<file path="config.mk">
export PLATFORM = sky130hd
export DESIGN_NAME = xbar_top
export DESIGN_NICKNAME = d
export VERILOG_FILES = /design/src/xbar_pkg.sv /design/src/xbar_decode.sv /design/src/xbar_execute.sv /design/src/xbar_result.sv /design/src/xbar_top.sv
export SDC_FILE = /design/constraint.sdc
export NUM_CORES = 1
export LEC_CHECK = 0
export BUFFER_PORTS_ARGS = -buffer_cell sky130_fd_sc_hd__buf_2
export CAP_MARGIN = 10
export CORE_AREA = 4 4 318 320
export DETAILED_ROUTE_END_ITERATION = 10
export DIE_AREA = 0 0 322 324
export GPL_TIMING_DRIVEN = 0
export PLACE_DENSITY_LB_ADDON = 0.25
export SLEW_MARGIN = 20
export SYNTH_ARGS = -nofsm -noshare
export SYNTH_HDL_FRONTEND = slang
export SYNTH_SLANG_ARGS = --single-unit
</file>
<file path="constraint.sdc">
create_clock -name memread_grant -period 4.1 [get_ports memread_grant]
set_input_delay 0.41 -clock memread_grant [delete_from_list [all_inputs] [get_ports memread_grant]]
set_output_delay 0.41 -clock memread_grant [all_outputs]
set_load 0.02 [all_outputs]
</file>
<file path="src/xbar_pkg.sv">
// shared widths, port count and decode state of the memory bus crossbar; imported by every block.

package xbar_pkg;

	// ----------------------------------------------------------------------
	// sizes
	// ----------------------------------------------------------------------

	localparam int XBAR_PORTS      = 4;	// masters, and equally slaves.
	localparam int XBAR_OUTSTD_MAX = 4;	// open reads per master.

	localparam int ADDR_W = 32;
	localparam int DATA_W = 32;
	localparam int PORT_W = 2;	// log2 of XBAR_PORTS.
	localparam int CNT_W  = 3;	// holds 0 up to XBAR_OUTSTD_MAX.

	// slave select sits in the top address bits.
	localparam int SEL_LSB = ADDR_W - PORT_W;

	// ----------------------------------------------------------------------
	// types
	// ----------------------------------------------------------------------

	// byte address, passed through to the slave unchanged.
	typedef logic [ADDR_W-1:0] addr_t;

	// read and write data word.
	typedef logic [DATA_W-1:0] data_t;

	// master or slave number.
	// doubles as transaction id and as slave select.
	typedef logic [PORT_W-1:0] port_id_t;

	// count of open reads of one master.
	typedef logic [CNT_W-1:0] outstd_cnt_t;

	// read ordering state of one master.
	typedef enum logic
	{
		DEC_FREE,	// nothing open.
		DEC_READS_OPEN	// reads open to one known slave.
	} dec_state_t;

endpackage

</file>
<file path="src/xbar_decode.sv">
// per-master slave decode and read ordering guard; one instance per master in the crossbar top.
`timescale 1ns/10ps

module xbar_decode
(
	input  logic               memread_grant,
	input  logic               rst_n_i,
	input  logic               req_i,
	input  xbar_pkg::addr_t    addr_i,
	input  logic               we_i,
	input  logic               ack_i,
	input  logic               resp_i,
	output logic               req_o,
	output xbar_pkg::port_id_t slave_o
);

	import xbar_pkg::*;

	dec_state_t  state;
	dec_state_t  state_nxt;
	outstd_cnt_t open_cnt;
	outstd_cnt_t cnt_nxt;
	port_id_t    open_slave;	// target of the open reads.
	port_id_t    sel_slave;
	logic        hold_order;
	logic        hold_limit;
	logic        rd_accept;

	assign sel_slave = addr_i[ADDR_W-1:SEL_LSB];
	assign slave_o   = sel_slave;

	// other slave while reads are open would reorder responses.
	assign hold_order = (state == DEC_READS_OPEN) && (open_slave != sel_slave);
	assign hold_limit = (open_cnt == outstd_cnt_t'(XBAR_OUTSTD_MAX));
	assign req_o      = req_i & ~hold_order & ~hold_limit;

	assign rd_accept = ack_i & ~we_i;	// writes leave the count alone.

	always_comb
	begin
		case ({rd_accept, resp_i})
			2'b10:   cnt_nxt = open_cnt + outstd_cnt_t'(1);
			2'b01:   cnt_nxt = open_cnt - outstd_cnt_t'(1);
			default: cnt_nxt = open_cnt;	// none, or one in and one out.
		endcase
	end

	always_comb
	begin
		state_nxt = state;
		case (state)
			DEC_FREE:       if (rd_accept) state_nxt = DEC_READS_OPEN;
			DEC_READS_OPEN: if (cnt_nxt == '0) state_nxt = DEC_FREE;
			default:        state_nxt = DEC_FREE;
		endcase
	end

	always_ff @(posedge memread_grant or negedge rst_n_i)
	begin
		if (!rst_n_i)
		begin
			state      <= DEC_FREE;
			open_cnt   <= '0;
			open_slave <= '0;
		end
		else
		begin
			state    <= state_nxt;
			open_cnt <= cnt_nxt;
			if (rd_accept)
				open_slave <= sel_slave;
		end
	end

endmodule

</file>
<file path="src/xbar_execute.sv">
// per-slave round-robin arbiter; forwards the chosen master's request and steers the slave ack back.
`timescale 1ns/10ps

module xbar_execute
(
	input  logic               memread_grant,
	input  logic               rst_n_i,

	// master side, already qualified for this slave.
	input  logic               req_i     [xbar_pkg::XBAR_PORTS],
	input  xbar_pkg::addr_t    addr_i    [xbar_pkg::XBAR_PORTS],
	input  logic               we_i      [xbar_pkg::XBAR_PORTS],
	input  xbar_pkg::data_t    wdata_i   [xbar_pkg::XBAR_PORTS],
	output logic               ack_o     [xbar_pkg::XBAR_PORTS],

	// slave side.
	output logic               s_req_o,
	output xbar_pkg::addr_t    s_addr_o,
	output logic               s_we_o,
	output xbar_pkg::data_t    s_wdata_o,
	output xbar_pkg::port_id_t s_reqtid_o,
	input  logic               s_ack_i
);

	import xbar_pkg::*;

	port_id_t rr_ptr;	// first master looked at.
	port_id_t scan_id;
	port_id_t gnt_id;
	logic     gnt_vld;
	logic     gnt_ack;

	// ----------------------------------------------------------------------
	// round-robin scan
	// ----------------------------------------------------------------------

	always_comb
	begin
		gnt_vld = 1'b0;
		gnt_id  = rr_ptr;
		scan_id = rr_ptr;
		for (int i = 0; i < XBAR_PORTS; i++)
		begin
			scan_id = rr_ptr + port_id_t'(i);	// wraps at XBAR_PORTS.
			if (!gnt_vld && req_i[scan_id])
			begin
				gnt_vld = 1'b1;
				gnt_id  = scan_id;
			end
		end
	end

	// ----------------------------------------------------------------------
	// request mux and ack steering
	// ----------------------------------------------------------------------

	assign s_req_o    = gnt_vld;
	assign s_addr_o   = addr_i[gnt_id];
	assign s_we_o     = we_i[gnt_id];
	assign s_wdata_o  = wdata_i[gnt_id];
	assign s_reqtid_o = gnt_id;	// master number is the tid.

	assign gnt_ack = s_ack_i & gnt_vld;

	always_comb
	begin
		for (int m = 0; m < XBAR_PORTS; m++)
			ack_o[m] = gnt_ack && (gnt_id == port_id_t'(m));
	end

	// pointer moves past the master just served.
	always_ff @(posedge memread_grant or negedge rst_n_i)
	begin
		if (!rst_n_i)
			rr_ptr <= '0;
		else if (gnt_ack)
			rr_ptr <= gnt_id + port_id_t'(1);
	end

endmodule

</file>
<file path="src/xbar_result.sv">
// response return path; registers each slave response into the slot of the master named by its tid.
`timescale 1ns/10ps

module xbar_result
(
	input  logic               memread_grant,
	input  logic               rst_n_i,

	input  logic               s_resp_i    [xbar_pkg::XBAR_PORTS],
	input  xbar_pkg::port_id_t s_resptid_i [xbar_pkg::XBAR_PORTS],
	input  xbar_pkg::data_t    s_rdata_i   [xbar_pkg::XBAR_PORTS],

	output logic               m_resp_o    [xbar_pkg::XBAR_PORTS],
	output xbar_pkg::data_t    m_rdata_o   [xbar_pkg::XBAR_PORTS]
);

	import xbar_pkg::*;

	logic  hit_nxt   [XBAR_PORTS];
	data_t rdata_nxt [XBAR_PORTS];

	// at most one slave per master answers at a time.
	// the decode ordering guard keeps it so.
	always_comb
	begin
		for (int m = 0; m < XBAR_PORTS; m++)
		begin
			hit_nxt[m]   = 1'b0;
			rdata_nxt[m] = s_rdata_i[0];
			for (int s = 0; s < XBAR_PORTS; s++)
			begin
				if (s_resp_i[s] && (s_resptid_i[s] == port_id_t'(m)))
				begin
					hit_nxt[m]   = 1'b1;
					rdata_nxt[m] = s_rdata_i[s];
				end
			end
		end
	end

	always_ff @(posedge memread_grant or negedge rst_n_i)
	begin
		if (!rst_n_i)
		begin
			for (int m = 0; m < XBAR_PORTS; m++)
				m_resp_o[m] <= 1'b0;
		end
		else
		begin
			for (int m = 0; m < XBAR_PORTS; m++)
				m_resp_o[m] <= hit_nxt[m];	// one-cycle strobe.
		end
	end

	always_ff @(posedge memread_grant)
	begin
		for (int m = 0; m < XBAR_PORTS; m++)
			if (hit_nxt[m])
				m_rdata_o[m] <= rdata_nxt[m];
	end

endmodule

</file>
<file path="src/xbar_top.sv">
// four-master, four-slave memory bus crossbar; the block a system or testbench instantiates.
`timescale 1ns/10ps

module xbar_top
(
	input  logic               memread_grant,
	input  logic               rst_n_i,

	// ----------------------------------------------------------------------
	// master side
	// ----------------------------------------------------------------------
	input  logic               m_req_i     [xbar_pkg::XBAR_PORTS],
	input  xbar_pkg::addr_t    m_addr_i    [xbar_pkg::XBAR_PORTS],
	input  logic               m_we_i      [xbar_pkg::XBAR_PORTS],
	input  xbar_pkg::data_t    m_wdata_i   [xbar_pkg::XBAR_PORTS],
	output logic               m_ack_o     [xbar_pkg::XBAR_PORTS],
	output logic               m_resp_o    [xbar_pkg::XBAR_PORTS],
	output xbar_pkg::data_t    m_rdata_o   [xbar_pkg::XBAR_PORTS],

	// ----------------------------------------------------------------------
	// slave side
	// ----------------------------------------------------------------------
	output logic               s_req_o     [xbar_pkg::XBAR_PORTS],
	output xbar_pkg::addr_t    s_addr_o    [xbar_pkg::XBAR_PORTS],
	output logic               s_we_o      [xbar_pkg::XBAR_PORTS],
	output xbar_pkg::data_t    s_wdata_o   [xbar_pkg::XBAR_PORTS],
	output xbar_pkg::port_id_t s_reqtid_o  [xbar_pkg::XBAR_PORTS],
	input  logic               s_ack_i     [xbar_pkg::XBAR_PORTS],
	input  logic               s_resp_i    [xbar_pkg::XBAR_PORTS],
	input  xbar_pkg::port_id_t s_resptid_i [xbar_pkg::XBAR_PORTS],
	input  xbar_pkg::data_t    s_rdata_i   [xbar_pkg::XBAR_PORTS]
);

	import xbar_pkg::*;

	logic                  dec_req   [XBAR_PORTS];
	port_id_t              dec_slave [XBAR_PORTS];
	logic                  exe_req   [XBAR_PORTS][XBAR_PORTS];	// [slave][master].
	logic                  exe_ack   [XBAR_PORTS][XBAR_PORTS];	// [slave][master].
	logic [XBAR_PORTS-1:0] ack_vec   [XBAR_PORTS];	// per master, one bit per slave.

	for (genvar gm = 0; gm < XBAR_PORTS; gm++)
	begin : g_master
		xbar_decode u_decode
		(
			.memread_grant (memread_grant),
			.rst_n_i       (rst_n_i),
			.req_i         (m_req_i[gm]),
			.addr_i        (m_addr_i[gm]),
			.we_i          (m_we_i[gm]),
			.ack_i         (m_ack_o[gm]),
			.resp_i        (m_resp_o[gm]),
			.req_o         (dec_req[gm]),
			.slave_o       (dec_slave[gm])
		);

		for (genvar gs = 0; gs < XBAR_PORTS; gs++)
		begin : g_match
			assign exe_req[gs][gm] = dec_req[gm] & (dec_slave[gm] == port_id_t'(gs));
			assign ack_vec[gm][gs] = exe_ack[gs][gm];
		end

		assign m_ack_o[gm] = |ack_vec[gm];	// only one slave can ack.
	end

	for (genvar gs = 0; gs < XBAR_PORTS; gs++)
	begin : g_slave
		xbar_execute u_execute
		(
			.memread_grant (memread_grant),
			.rst_n_i       (rst_n_i),
			.req_i         (exe_req[gs]),
			.addr_i        (m_addr_i),
			.we_i          (m_we_i),
			.wdata_i       (m_wdata_i),
			.ack_o         (exe_ack[gs]),
			.s_req_o       (s_req_o[gs]),
			.s_addr_o      (s_addr_o[gs]),
			.s_we_o        (s_we_o[gs]),
			.s_wdata_o     (s_wdata_o[gs]),
			.s_reqtid_o    (s_reqtid_o[gs]),
			.s_ack_i       (s_ack_i[gs])
		);
	end

	xbar_result u_result
	(
		.memread_grant (memread_grant),
		.rst_n_i       (rst_n_i),
		.s_resp_i      (s_resp_i),
		.s_resptid_i   (s_resptid_i),
		.s_rdata_i     (s_rdata_i),
		.m_resp_o      (m_resp_o),
		.m_rdata_o     (m_rdata_o)
	);

endmodule

</file>
* Word-level counts from Yosys, hierarchy flattened
Index checks and enable logic that the tools add are counted.
Cells by class: reduce and logical (&&, ||, !) cells 80, multiplexer cells 156, equal/unequal tests 52, bitwise operators 68, $lt $le $gt $ge 20, add/sub/neg operators 24
Operators by type and width (number):
- 2-to-1 mux 32 bit | 28
- binary-select mux 32 bit (select 2 bit) | 8
- 2-to-1 mux 1 bit | 80
- greater-or-equal comparator 3 bit (second input constant) | 20
- NOT 2 -> 3 bit | 20
- equality test 2 bit (second input constant) | 28
- logical AND 1 bit | 48
- binary-select mux 1 bit (select 2 bit) | 20
- AND 1 bit | 32
- equality test 2 x 1 -> 1 bit (second input constant) | 16
- logical NOT 2 bit | 12
- 2-to-1 mux 2 bit | 12
- case mux 3 bit (2 select lines) | 4
- adder 2 x 1 -> 2 bit (second input constant) | 8
- adder 2 bit (second input constant) | 8
- NOT 1 bit | 16
- OR reduction 4 bit | 4
- adder 3 x 1 -> 3 bit (second input constant) | 4
- equality test 3 bit (second input constant) | 4
- logical NOT 1 bit | 12
- logical NOT 3 bit | 4
- subtractor 3 x 1 -> 3 bit (second input constant) | 4
- inequality test 2 bit | 4
- case mux 1 bit (2 select lines) | 4
Storage, ports and cells: input bits 410, flip-flop bits (word level) 164

* Logic depth before layout (Yosys ltp)
Gate-level depths: netlist of run 1.
word-level depth 28, gate-level depth with buffers 19, gate-level depth less buffers 17

* Modules after synthesis
A second synthesis of run 1 with hierarchy kept.
Unflattened totals: cells, all modules 2529, area, all modules 17827.1 µm²
Modules (own cells, without submodules):
- xbar_execute | cells an instance 404, seq. area each 50.0 µm², times used 4, area each 2070.7 µm²
- xbar_result | cells an instance 765, seq. area each 3943.8 µm², times used 1, area each 8012.7 µm²
- xbar_decode | cells an instance 32, seq. area each 150.1 µm², times used 4, area each 344.1 µm²
- xbar_top | cells an instance 20, seq. area each 0.0 µm², times used 1, area each 155.1 µm²

* Worst setup path after synthesis of run 1
No wires, ideal clock.
path kind register -> register, start register g_master[2].u_decode.open_cnt[0], end register g_master[2].u_decode.state, clock period less this slack 3727 ps, library setup time 119 ps, cell stages (with the launch flop) 19, path buffers 2, arrival time 3609 ps, setup slack 373 ps, path through dfrtp_1 -> or3b_1 -> buf_2 -> and2_1 -> nand2_1 -> o22ai_1 -> a211o_1 -> buf_4 -> a32oi_2 -> a21oi_2 -> inv_1 -> ha_1 -> inv_1 -> fa_1 -> xor2_1 -> nor2_1 -> xor2_1 -> or4_1 -> o21a_1
On the way: longest elaborated chain between the ends 26, elaborated cells on any way between the ends 130, classes of those cells 2 x add/sub; 7 x eq/ne; 80 x mux; 11 x bitwise; 30 x reduce/logical
RTL lines:
- start: declaration | line xbar_decode.sv:21 | outstd_cnt_t open_cnt;
- start signal: assignment | line xbar_decode.sv:69 | open_cnt <= cnt_nxt;
- equality test 3 bit | line xbar_decode.sv:34 | assign hold_limit = (open_cnt == outstd_cnt_t'(XBAR_OUTSTD_MAX));
- NOT 1 bit | line xbar_decode.sv:35 | assign req_o = req_i & ~hold_order & ~hold_limit;
- AND 1 bit | line xbar_decode.sv:35
- AND 1 bit | line xbar_top.sv:59 | assign exe_req[gs][gm] = dec_req[gm] & (dec_slave[gm] == port_id_t'(gs));
- binary-select mux 1 bit (select 2 bit) | line xbar_execute.sv:45 | if (!gnt_vld && req_i[scan_id])
- 2-to-1 mux 1 bit (implied by the code) (2 in series) | line xbar_execute.sv:45
- 2-to-1 mux 1 bit | line xbar_execute.sv:45
- logical NOT 1 bit | line xbar_execute.sv:45
- [11 not listed]
- AND 1 bit | line xbar_decode.sv:37 | assign rd_accept = ack_i & ~we_i;
- equality test 2 x 1 -> 1 bit / equality test 2 bit (equally long branches) | line xbar_decode.sv:41 | case ({rd_accept, resp_i})
- case mux 3 bit (2 select lines) * | line xbar_decode.sv:41
- via g_master[2].u_decode.cnt_nxt[2] | line xbar_decode.sv:22 | outstd_cnt_t cnt_nxt;
- logical NOT 3 bit * | line xbar_decode.sv:53 | DEC_READS_OPEN: if (cnt_nxt == '0) state_nxt = DEC_FREE;
- 2-to-1 mux 1 bit * | line xbar_decode.sv:53
- case mux 1 bit (2 select lines) * | line xbar_decode.sv:51 | case (state)
- via g_master[2].u_decode.state_nxt | line xbar_decode.sv:20 | dec_state_t state_nxt;
- end signal: assignment | line xbar_decode.sv:68 | state <= state_nxt;
- end: declaration | line xbar_decode.sv:19 | dec_state_t state;
Mark *: on every way through the listed nets, which the timed path passes. The rest lies on a longest branch. The select of a mux whose other input is x is not followed. A chain may end at the register's enable or synchronous reset.

==> results of run 1 <==
==> Yosys cell counts, drive strengths merged (3+ instances only) <==
cell / count
inv: 29
nand4: 5
nand3: 14
nand2: 221
a31oi: 9
and2: 68
o31ai: 4
fa: 4
or4: 4
clkbuf: 138
a211oi: 197
nand2b: 10
o22ai: 3
nand3b: 3
o21ai: 205
o221ai: 4
nor3b: 7
a2111oi: 6
a21oi: 335
nor2b: 134
and3: 5
dfrtp: 36
a311oi: 3
mux2i: 388
edfxtp: 128
nor3: 6
buf: 92
xnor2: 7
xor2: 8
nand4b: 3
ha: 4
nor2: 150
mux2: 71
==> cells in the final DEF, fill, tap and decap left out, types with 9 or more instances in the layout <==
cell         n
buf_4       80
nor2b_1    134
nand2b_1     9
inv_1       22
buf_1       10
mux2_2      63
a211oi_1   192
edfxtp_1   128
o21ai_0    183
buf_6       16
clkbuf_1    87
clkbuf_16   17
diode_2     42
nand3_1     12
buf_2      831
and2_0       9
clkbuf_4     9
a21oi_2     30
a21oi_4     14
clkbuf_2    44
nand2_1    218
nor2_1     148
o21ai_1     13
a21oi_1    291
dfrtp_1     33
mux2i_1    388
and2_1      58
==> area by class of cell <==
type | count | area, sq um | share of cell area [%]
timing repair buffer | 856 | 4480 | 16.9
inverter | 29 | 123 | 0.464
sequential | 164 | 4750 | 18.0
clock inverter | 15 | 186 | 0.705
clock buffer | 17 | 425 | 1.61
multi-input combinational | 1917 | 13500 | 51.0
buffer | 229 | 1270 | 4.79
antenna | 42 | 105 | 0.398
tap | 1287 | 1610 | 6.09
==> report_power, final <==
| part | switching [mW] | internal [mW] | total, mW |
|---|---|---|---|
| sequential | 0.261 | 2.21 | 2.47 |
| clock | 0.911 | 0.829 | 1.74 |
| combinational | 13.6 | 6.10 | 19.7 |
| total | 14.7 | 9.15 | 23.9 |
==> per-layer routing <==
layer | part of all wire (%) | up-vias | track usage, %
li1 | - | 10400 | -
met1 | 36 | 11400 | 25.8
met2 | 47 | 1229 | 41.5
met3 | 9.1 | 309 | 9.78
met4 | 7.6 | 38 | 17.1
met5 | 0.18 | - | 0
==> critical path, stage by stage (launching register included) <==
cell       delay, ns
dfrtp_1         0.41
nand2b_4        0.16
a2111oi_4       0.52
buf_4           0.20
nor3_1          0.06
o41ai_4         0.32
bufinv_8        0.28
buf_4           0.14
clkbuf_2        0.30
o21ai_1         0.66
buf_2           0.29
==> state kept, by name, summed over array words and instances, names as in the netlist <==
| register | cells |
|---|---|
| u_result.m_rdata_o | 128 |
| g_master.u_decode.open_cnt | 12 |
| g_master.u_decode.open_slave | 8 |
| g_slave.u_execute.rr_ptr | 8 |
| g_master.u_decode.state | 4 |
| u_result.m_resp_o | 4 |
==> kinds of logic (layout without fill, tap and decap cells) <==
group	Yosys count	in the layout	synth area share, %
mux	459	459	24.8
fa+ha+maj	8	8	0.690
buf+inv	259	1146	6.45
simple gates	643	643	16.8
other cells	0	42	0
compound gates	792	792	25.4
xor+xnor	15	15	0.696
flops	164	164	25.1
==> timing repair <==
action	4_1_cts	5_1_grt
gates cloned	0	1
hold buffers	0	1
setup endpoints to repair	258	188
hold endpoints to repair	0	36
buffers inserted	16	20
pin swaps	8	32
gates resized for setup	123	124
==> per-stage QoR <==
step,cells,TNS (ns)
finish,4556,-0.143
CTS,4493,-0.000641
global placement,4444,-64.81
floorplan,2340,0
global route,4534,-0.352
detailed placement,4446,-33.05
==> worst max-delay path by stage <==
stage / start / endpoint / slack [ns] / cells past startpoint
final: g_master[1].u_decode.open_slave[1]$_DFFE_PN0P_ / s_wdata_o[83] / -0.14 / 10
after global routing: g_master[1].u_decode.open_slave[1]$_DFFE_PN0P_ / s_wdata_o[83] / -0.18 / 10
after CTS: g_master[2].u_decode.open_cnt[0]$_DFF_PN0_ / s_addr_o[48] / -0.0006 / 13
after detailed placement: m_addr_i[31] / g_master[2].u_decode.state$_DFF_PN0_ / -0.79 / 17
after global placement: m_addr_i[31] / g_master[2].u_decode.state$_DFF_PN0_ / -0.80 / 17
after floorplan: g_master[2].u_decode.open_cnt[0]$_DFF_PN0_ / g_master[2].u_decode.state$_DFF_PN0_ / 0.37 / 18
==> impl_results.md, run 1 <==
- Status: complete, but fails checks
- Failing checks: negative setup slack
- Drt pass-1 iters: 6
- EDFF count, synth: 128
- DRC viols: 0
- Detail Route Antenna Nets: 0
- Critical Path AT: 3.83 ns
- Filler Cell Count: 10900
- Hold Path Cell Cnt: 3
- CORE AREA: 98100 sq um
- DP Area: 24600 sq um
- Startpoint types: flip-flop
- DP Worst Slack: -0.795 ns
- Final hold slack: 0.237 ns
- Synth Flop Type: edfxtp_1
- CP endpoint kind: output pin
- DP HPWL: 108000 microns
- Design area: 26400 sq um
- Initial Util: 19.2%
- Number of global-route vias before repair: 22300
- Clock skew: 0.00961 ns
- CTS sink cnt: 164
- Yosys top cell area share: 20.6%
- # IOs: 818
- Worst Hold End: u_result.m_rdata_o[11]$_DFFE_PP_
- Final period utilization: 103%
- Vias post-DR: 23400
- Global-route wire length before repair: 183000 microns
- Slew @ Worst Pin: 1.10 ns
- Layout area overhead: 40.1%
- Synthesized instance count: 2340
- Worst skew pair latency: 0.49 ns
- Port Buffer Count: 817
- Max Cap Violations: 0
- R2r startpoint: g_master[0].u_decode.open_cnt[2]$_DFF_PN0_
- Power Dens Cells: 904 nW/um^2
- Leakage power: 11.5 nW
- Final Max Tran Viols: 0
- Setup WS post-layout: -0.143 ns
- Final setup fails: 1
- Grt total ovfl: 0
- Largest net degree at the start of global routing: 37
- Design Power: 23.9 mW
- Vias per cell: 5.13
- Synthesized cell area: 18900 sq um
- Synthesis-stage register bit count: 164
- Hold WC Path Type: in -> reg
- Clock buffer depth: 2
- Share of layout cells above drive strength 1: 37.3%
- Die height: 324 microns
- Htree depth: 4
- Maximum VDD drop: 0.550 mV
- Critical R2R Capture: g_master[2].u_decode.state$_DFF_PN0_
- Synth warn: 0
- Synth area leaders: mux2i_1, edfxtp_1, a21oi_1, a211oi_1, o21ai_0
- Crit path kind: reg -> out
- Final Util: 26.9%
- Critical path fanouts, max: 10
- Tot GR Track Use: 24.8%
- Final net count: 3632
- Distinct cells, synth: 85
- 1st-iter DRT viols: 1860
- Min Tclk post-route: 4.24 ns
- Async SR Flop Fraction: 22.0%
- Hold_sp: s_rdata_i[11]
- Synthesized Nets: 2758
- Final wirelength: 136000 microns
- F_max: 236 MHz
- Clk slew on worst S/H paths: 0.09 ns
- Final Hold Fails: 0
- Syn Area/Cell: 8.06 sq um
- Worst endpoint required time: 3.69 ns
- Die width: 322 microns
- Slew headroom: 26.5%
- Clock root cell: clkbuf_16
- Die area: 104000 sq um
- Global placement routability congestion: 1.01
- R2R depth: 18
- Initial antenna violation count: 67
- Routed len/inst: 29.9 microns
- Total CTS buffers: 17
- CTS tree: done
- RSZ-0062 raised after global routing: true
- Register-to-register setup slack: 0.04 ns
- Cell taking the most area after synthesis: mux2i_1
- Site Rows: 115
- Register area share after synthesis: 25.1%
(Power assumes the default switching activity.)
==> run 2, diff against run 1 <==
--- a/config.mk
+++ b/config.mk
@@ -7,12 +7,13 @@
 export LEC_CHECK = 0
 export BUFFER_PORTS_ARGS = -buffer_cell sky130_fd_sc_hd__buf_2
 export CAP_MARGIN = 10
-export CORE_AREA = 4 4 318 320
+export CORE_AREA = 4 4 321 323
 export DETAILED_ROUTE_END_ITERATION = 10
-export DIE_AREA = 0 0 322 324
+export DIE_AREA = 0 0 325 327
 export GPL_TIMING_DRIVEN = 0
 export PLACE_DENSITY_LB_ADDON = 0.25
 export SLEW_MARGIN = 20
 export SYNTH_ARGS = -nofsm -noshare
 export SYNTH_HDL_FRONTEND = slang
+export SYNTH_HIERARCHICAL = 1
 export SYNTH_SLANG_ARGS = --single-unit
==> run 2 against run 1 <==
The run still ends with negative setup slack left; register-to-register slack got worse by 0.21 ns; clock skew fell by 0.0019 ns; worst hold slack lost 0.12 ns; power increased by 16%; non-clock buffer count up 117; clock power is 3% lower; critical path type is now reg -> reg; largest power group unchanged.
==> impl_results.md, run 2 <==
- Status: complete, but fails checks (unchanged)
- Failing checks: negative setup slack (unchanged)
- Routed len/inst: 31.0 microns (was 29.9 microns)
- Yosys top cell area share: 21.6% (was 20.6%)
- Top reg by flops: u_result/m_rdata_o (was u_result.m_rdata_o)
- Critical path fanouts, max: 4 (was 10)
- Final Hold Fails: 0 (unchanged)
- Largest regs: u_result/m_rdata_o x128, g_master.u_decode/open_cnt x12 (was u_result.m_rdata_o x128, g_master.u_decode.open_cnt x12)
- Register-to-register setup slack: -0.17 ns (was 0.04 ns)
- Vias per cell: 5.56 (was 5.13)
- Total CTS buffers: 17 (unchanged)
- Setup WS post-layout: -0.175 ns (was -0.143 ns)
- Design area: 27100 sq um (was 26400 sq um)
- Synthesized instance count: 2529 (was 2340)
- Internal power: 10.5 mW (was 9.15 mW)
- Finished Layout Cells: 4837 (was 4556)
- Slowest stage cell, crit path: or4_4 (was o21ai_1)
- Leakage power: 11.3 nW (was 11.5 nW)
- Async SR Flop Fraction: 22.0% (unchanged)
- EDFF count, synth: 128 (unchanged)
- Clk slew on worst S/H paths: 0.07 ns (was 0.09 ns)
- DP Area: 24000 sq um (was 24600 sq um)
- Global-route wire length before repair: 204000 microns (was 183000 microns)
- DRC viols: 0 (unchanged)
- Synth warn: 6 (was 0)
- Min Tclk post-route: 4.27 ns (was 4.24 ns)
- # IOs: 818 (unchanged)
- R2R depth: 22 (was 18)
- Dpl cells: 4655 (was 4446)
- Grt total ovfl: 0 (unchanged)
- RSZ-0062 raised after global routing: true (unchanged)
- Final Max Tran Viols: 0 (unchanged)
- Worst skew pair latency: 0.46 ns (was 0.49 ns)
- Most frequent cells in the layout: nand2_1, buf_2, a21oi_1 (was buf_2, mux2i_1, a21oi_1)
- Site Rows: 116 (was 115)
- Drt pass-1 iters: 6 (unchanged)
- CORE AREA: 99900 sq um (was 98100 sq um)
- CTS tree: done (unchanged)
- Clock root cell: clkbuf_16 (unchanged)
- Final net count: 3901 (was 3632)
- Die width: 325 microns (was 322 microns)
- Commonest non-fill, non-tap cell in the layout: nand2_1 (was buf_2)
- Most frequent cell after synthesis: nand2_1 (was mux2i_1)
- Htree depth: 4 (unchanged)
- F_max: 234 MHz (was 236 MHz)
- CP endpoint kind: flip-flop (was output pin)
- Slew @ Worst Pin: 1.05 ns (was 1.10 ns)
- Slew headroom: 30.3% (was 26.5%)
- Max reg flops: 128 (unchanged)
- Synth area leaders: edfxtp_1, nand2_1, a32oi_1, a21oi_1, dfrtp_1 (was mux2i_1, edfxtp_1, a21oi_1, a211oi_1, o21ai_0)
- Top cells by instance count after synthesis: nand2_1, a21oi_1, a32oi_1 (was mux2i_1, a21oi_1, nand2_1)
- Max Cap Violations: 0 (unchanged)
- CP Cell Sequence: xnor2_1 > a21oi_1 > a311oi_2 > buf_4 > nor3b_4 > buf_4 > nor2b_4 > o21ai_2 > nand3_4 > inv_8 > buf_12 > buf_12 > buf_6 > nor3_1 > or4_4 > nand2b_4 > ha_4 > inv_1 > fa_2 > xor2_1 > or3_1 > a32oi_1 (was nand2b_4 > a2111oi_4 > buf_4 > nor3_1 > o41ai_4 > bufinv_8 > buf_4 > clkbuf_2 > o21ai_1 > buf_2)
- Final wirelength: 150000 microns (was 136000 microns)
- Critical Path AT: 4.66 ns (was 3.83 ns)
- Clock skew: 0.00771 ns (was 0.00961 ns)
- Syn Area/Cell: 7.05 sq um (was 8.06 sq um)
- Distinct cells, synth: 48 (was 85)
- Detail Route Antenna Nets: 0 (unchanged)
- Switching Power: 17.2 mW (was 14.7 mW)
- Largest net degree at the start of global routing: 37 (unchanged)
- Crit path kind: reg -> reg (was reg -> out)
- Die height: 327 microns (was 324 microns)
- Switching share of power: 62.1% (was 61.7%)
- Synth Flop Type: edfxtp_1 (unchanged)
- DP HPWL: 116000 microns (was 108000 microns)
- Initial antenna violation count: 56 (was 67)
- CTS sink cnt: 164 (unchanged)
- Filler Cell Count: 11100 (was 10900)
- Layout area overhead: 52.1% (was 40.1%)
- Die area: 106000 sq um (was 104000 sq um)
- Clock buffer depth: 2 (unchanged)
- Synthesized Nets: 2947 (was 2758)
- Reg power frac: 8.9% (was 10.4%)
- Power Dens Cells: 1020 nW/um^2 (was 904 nW/um^2)
- Port Buffer Count: 816 (was 817)
- CP top delay family: simple AND/OR/NAND/NOR gates (was compound AO/OA/AOI/OAI gates)
- Register area share after synthesis: 26.6% (was 25.1%)
- Final period utilization: 104% (was 103%)
- Hold WC Path Type: in -> async (was in -> reg)
- R2r startpoint: g_master[3].u_decode/open_slave[0]$_DFFE_PN0P_ (was g_master[0].u_decode.open_cnt[2]$_DFF_PN0_)
- Initial Util: 17.9% (was 19.2%)
- Slowest stage delay, CP: 0.55 ns (was 0.66 ns)
- Synthesized cell area: 17800 sq um (was 18900 sq um)
- Final setup fails: 8 (was 1)
- Startpoint types: flip-flop (unchanged)
- Clock power share: 6.1% (was 7.3%)
- Buffers and inverters on the worst path: 7 (was 5)
- Vias post-DR: 26900 (was 23400)
- Worst endpoint required time: 4.48 ns (was 3.69 ns)
- 1st-iter DRT viols: 3253 (was 1860)
- Synthesis-stage register bit count: 164 (unchanged)
- Hold_buf cts: 0 (unchanged)
- Critical R2R Capture: g_master[2].u_decode/state$_DFF_PN0_ (was g_master[2].u_decode.state$_DFF_PN0_)
- Number of global-route vias before repair: 25400 (was 22300)
- Maximum VDD drop: 0.526 mV (was 0.550 mV)
- Global placement routability congestion: 0.966 (was 1.01)
- Cell taking the most area after synthesis: edfxtp_1 (was mux2i_1)
- Tot GR Track Use: 26.4% (was 24.8%)
- Comb pwr share: 85.0% (was 82.4%)
- Share of layout cells above drive strength 1: 38.9% (was 37.3%)
## run 2: worst max-delay path by stage
stage | cells after the start | to | from
global placement | 21 | g_master[0].u_decode/state$_DFF_PN0_ | m_addr_i[95]
floorplan | 18 | g_master[1].u_decode/state$_DFF_PN0_ | m_addr_i[62]
detailed placement | 21 | g_master[0].u_decode/state$_DFF_PN0_ | m_addr_i[95]
global route | 20 | g_master[0].u_decode/state$_DFF_PN0_ | g_master[2].u_decode/open_slave[0]$_DFFE_PN0P_
CTS | 18 | g_master[3].u_decode/state$_DFF_PN0_ | g_master[0].u_decode/open_slave[0]$_DFFE_PN0P_
finish | 22 | g_master[2].u_decode/state$_DFF_PN0_ | g_master[3].u_decode/open_slave[0]$_DFFE_PN0P_
## run 2: repair_timing
action | 4_1_cts | 5_1_grt
setup endpoints to repair | 293 | 214
pin swaps | 48 | 41
resized for setup | 271 | 158
setup buffers | 85 | 31
## run 2: layer usage
metal | track usage, % | share of wire [%] | vias to the layer above
met5 | 0 | 0.11 | -
met4 | 15.7 | 7.3 | 26
met3 | 7.47 | 9.6 | 402
met2 | 43.2 | 46 | 1852
met1 | 30.7 | 37 | 13200
li1 | - | - | 11400
## run 2: power by group through the flow
stage	clock [mW]	combinational, mW	sequential [mW]
floorplan	0	10.8	2.67
global placement	0	20.1	2.47
detailed placement	0	20.1	2.45
CTS	1.74	22.3	2.45
global route	1.81	24.2	2.50
finish	1.69	23.5	2.46
## run 2: cells by family (layout without fill, tap and decap cells)
group                    after synthesis  after routing  share of synthesized area (%)
AO/OA/AOI/OAI                        969            969                           38.4
XOR/XNOR                              16             16                          0.786
adder cells (fa/ha/maj)                8              8                          0.730
buffers and inverters                300           1267                           7.57
flip-flops                           164            164                           26.6
multiplexers                          12             12                          0.758
other                                  0             43                              0
AND/OR/NAND/NOR                     1060           1060                           25.1
## run 2: layout make-up
cell class	count	area [sq um]	area share (%)
sequential	164	4740	17.5
tap	1298	1620	5.99
inverter	33	169	0.623
antenna	43	108	0.397
clock inverter	15	161	0.595
buffer	258	1820	6.72
timing repair buffer	944	5290	19.5
multi-input combinational	2065	12800	47.1
clock buffer	17	425	1.57
## run 2: worst reg2reg max path: stages (launching register included)
cell	delay (ns)
dfrtp_1	0.39
xnor2_1	0.14
a21oi_1	0.10
a311oi_2	0.23
buf_4	0.17
nor3b_4	0.22
buf_4	0.16
nor2b_4	0.04
o21ai_2	0.17
nand3_4	0.20
inv_8	0.12
buf_12	0.12
buf_12	0.11
buf_6	0.10
nor3_1	0.05
or4_4	0.56
nand2b_4	0.12
ha_4	0.13
inv_1	0.04
fa_2	0.33
xor2_1	0.15
or3_1	0.33
a32oi_1	0.21
## run 2: stage by stage
stage	hold WS [ns]	setup WS [ns]	utilization, %	power [mW]	setup TNS, ns
2_1_floorplan	0.114	0.00188	-	13.4	0
3_3_place_gp	0.493	-1.42	23.8	22.6	-209.79
3_5_place_dp	0.489	-1.45	24.0	22.6	-118.21
4_1_cts	0.129	-0.149	26.3	26.4	-0.518
5_1_grt	0.163	-0.313	27.1	28.5	-2.55
6_report	0.121	-0.175	27.2	27.6	-0.856
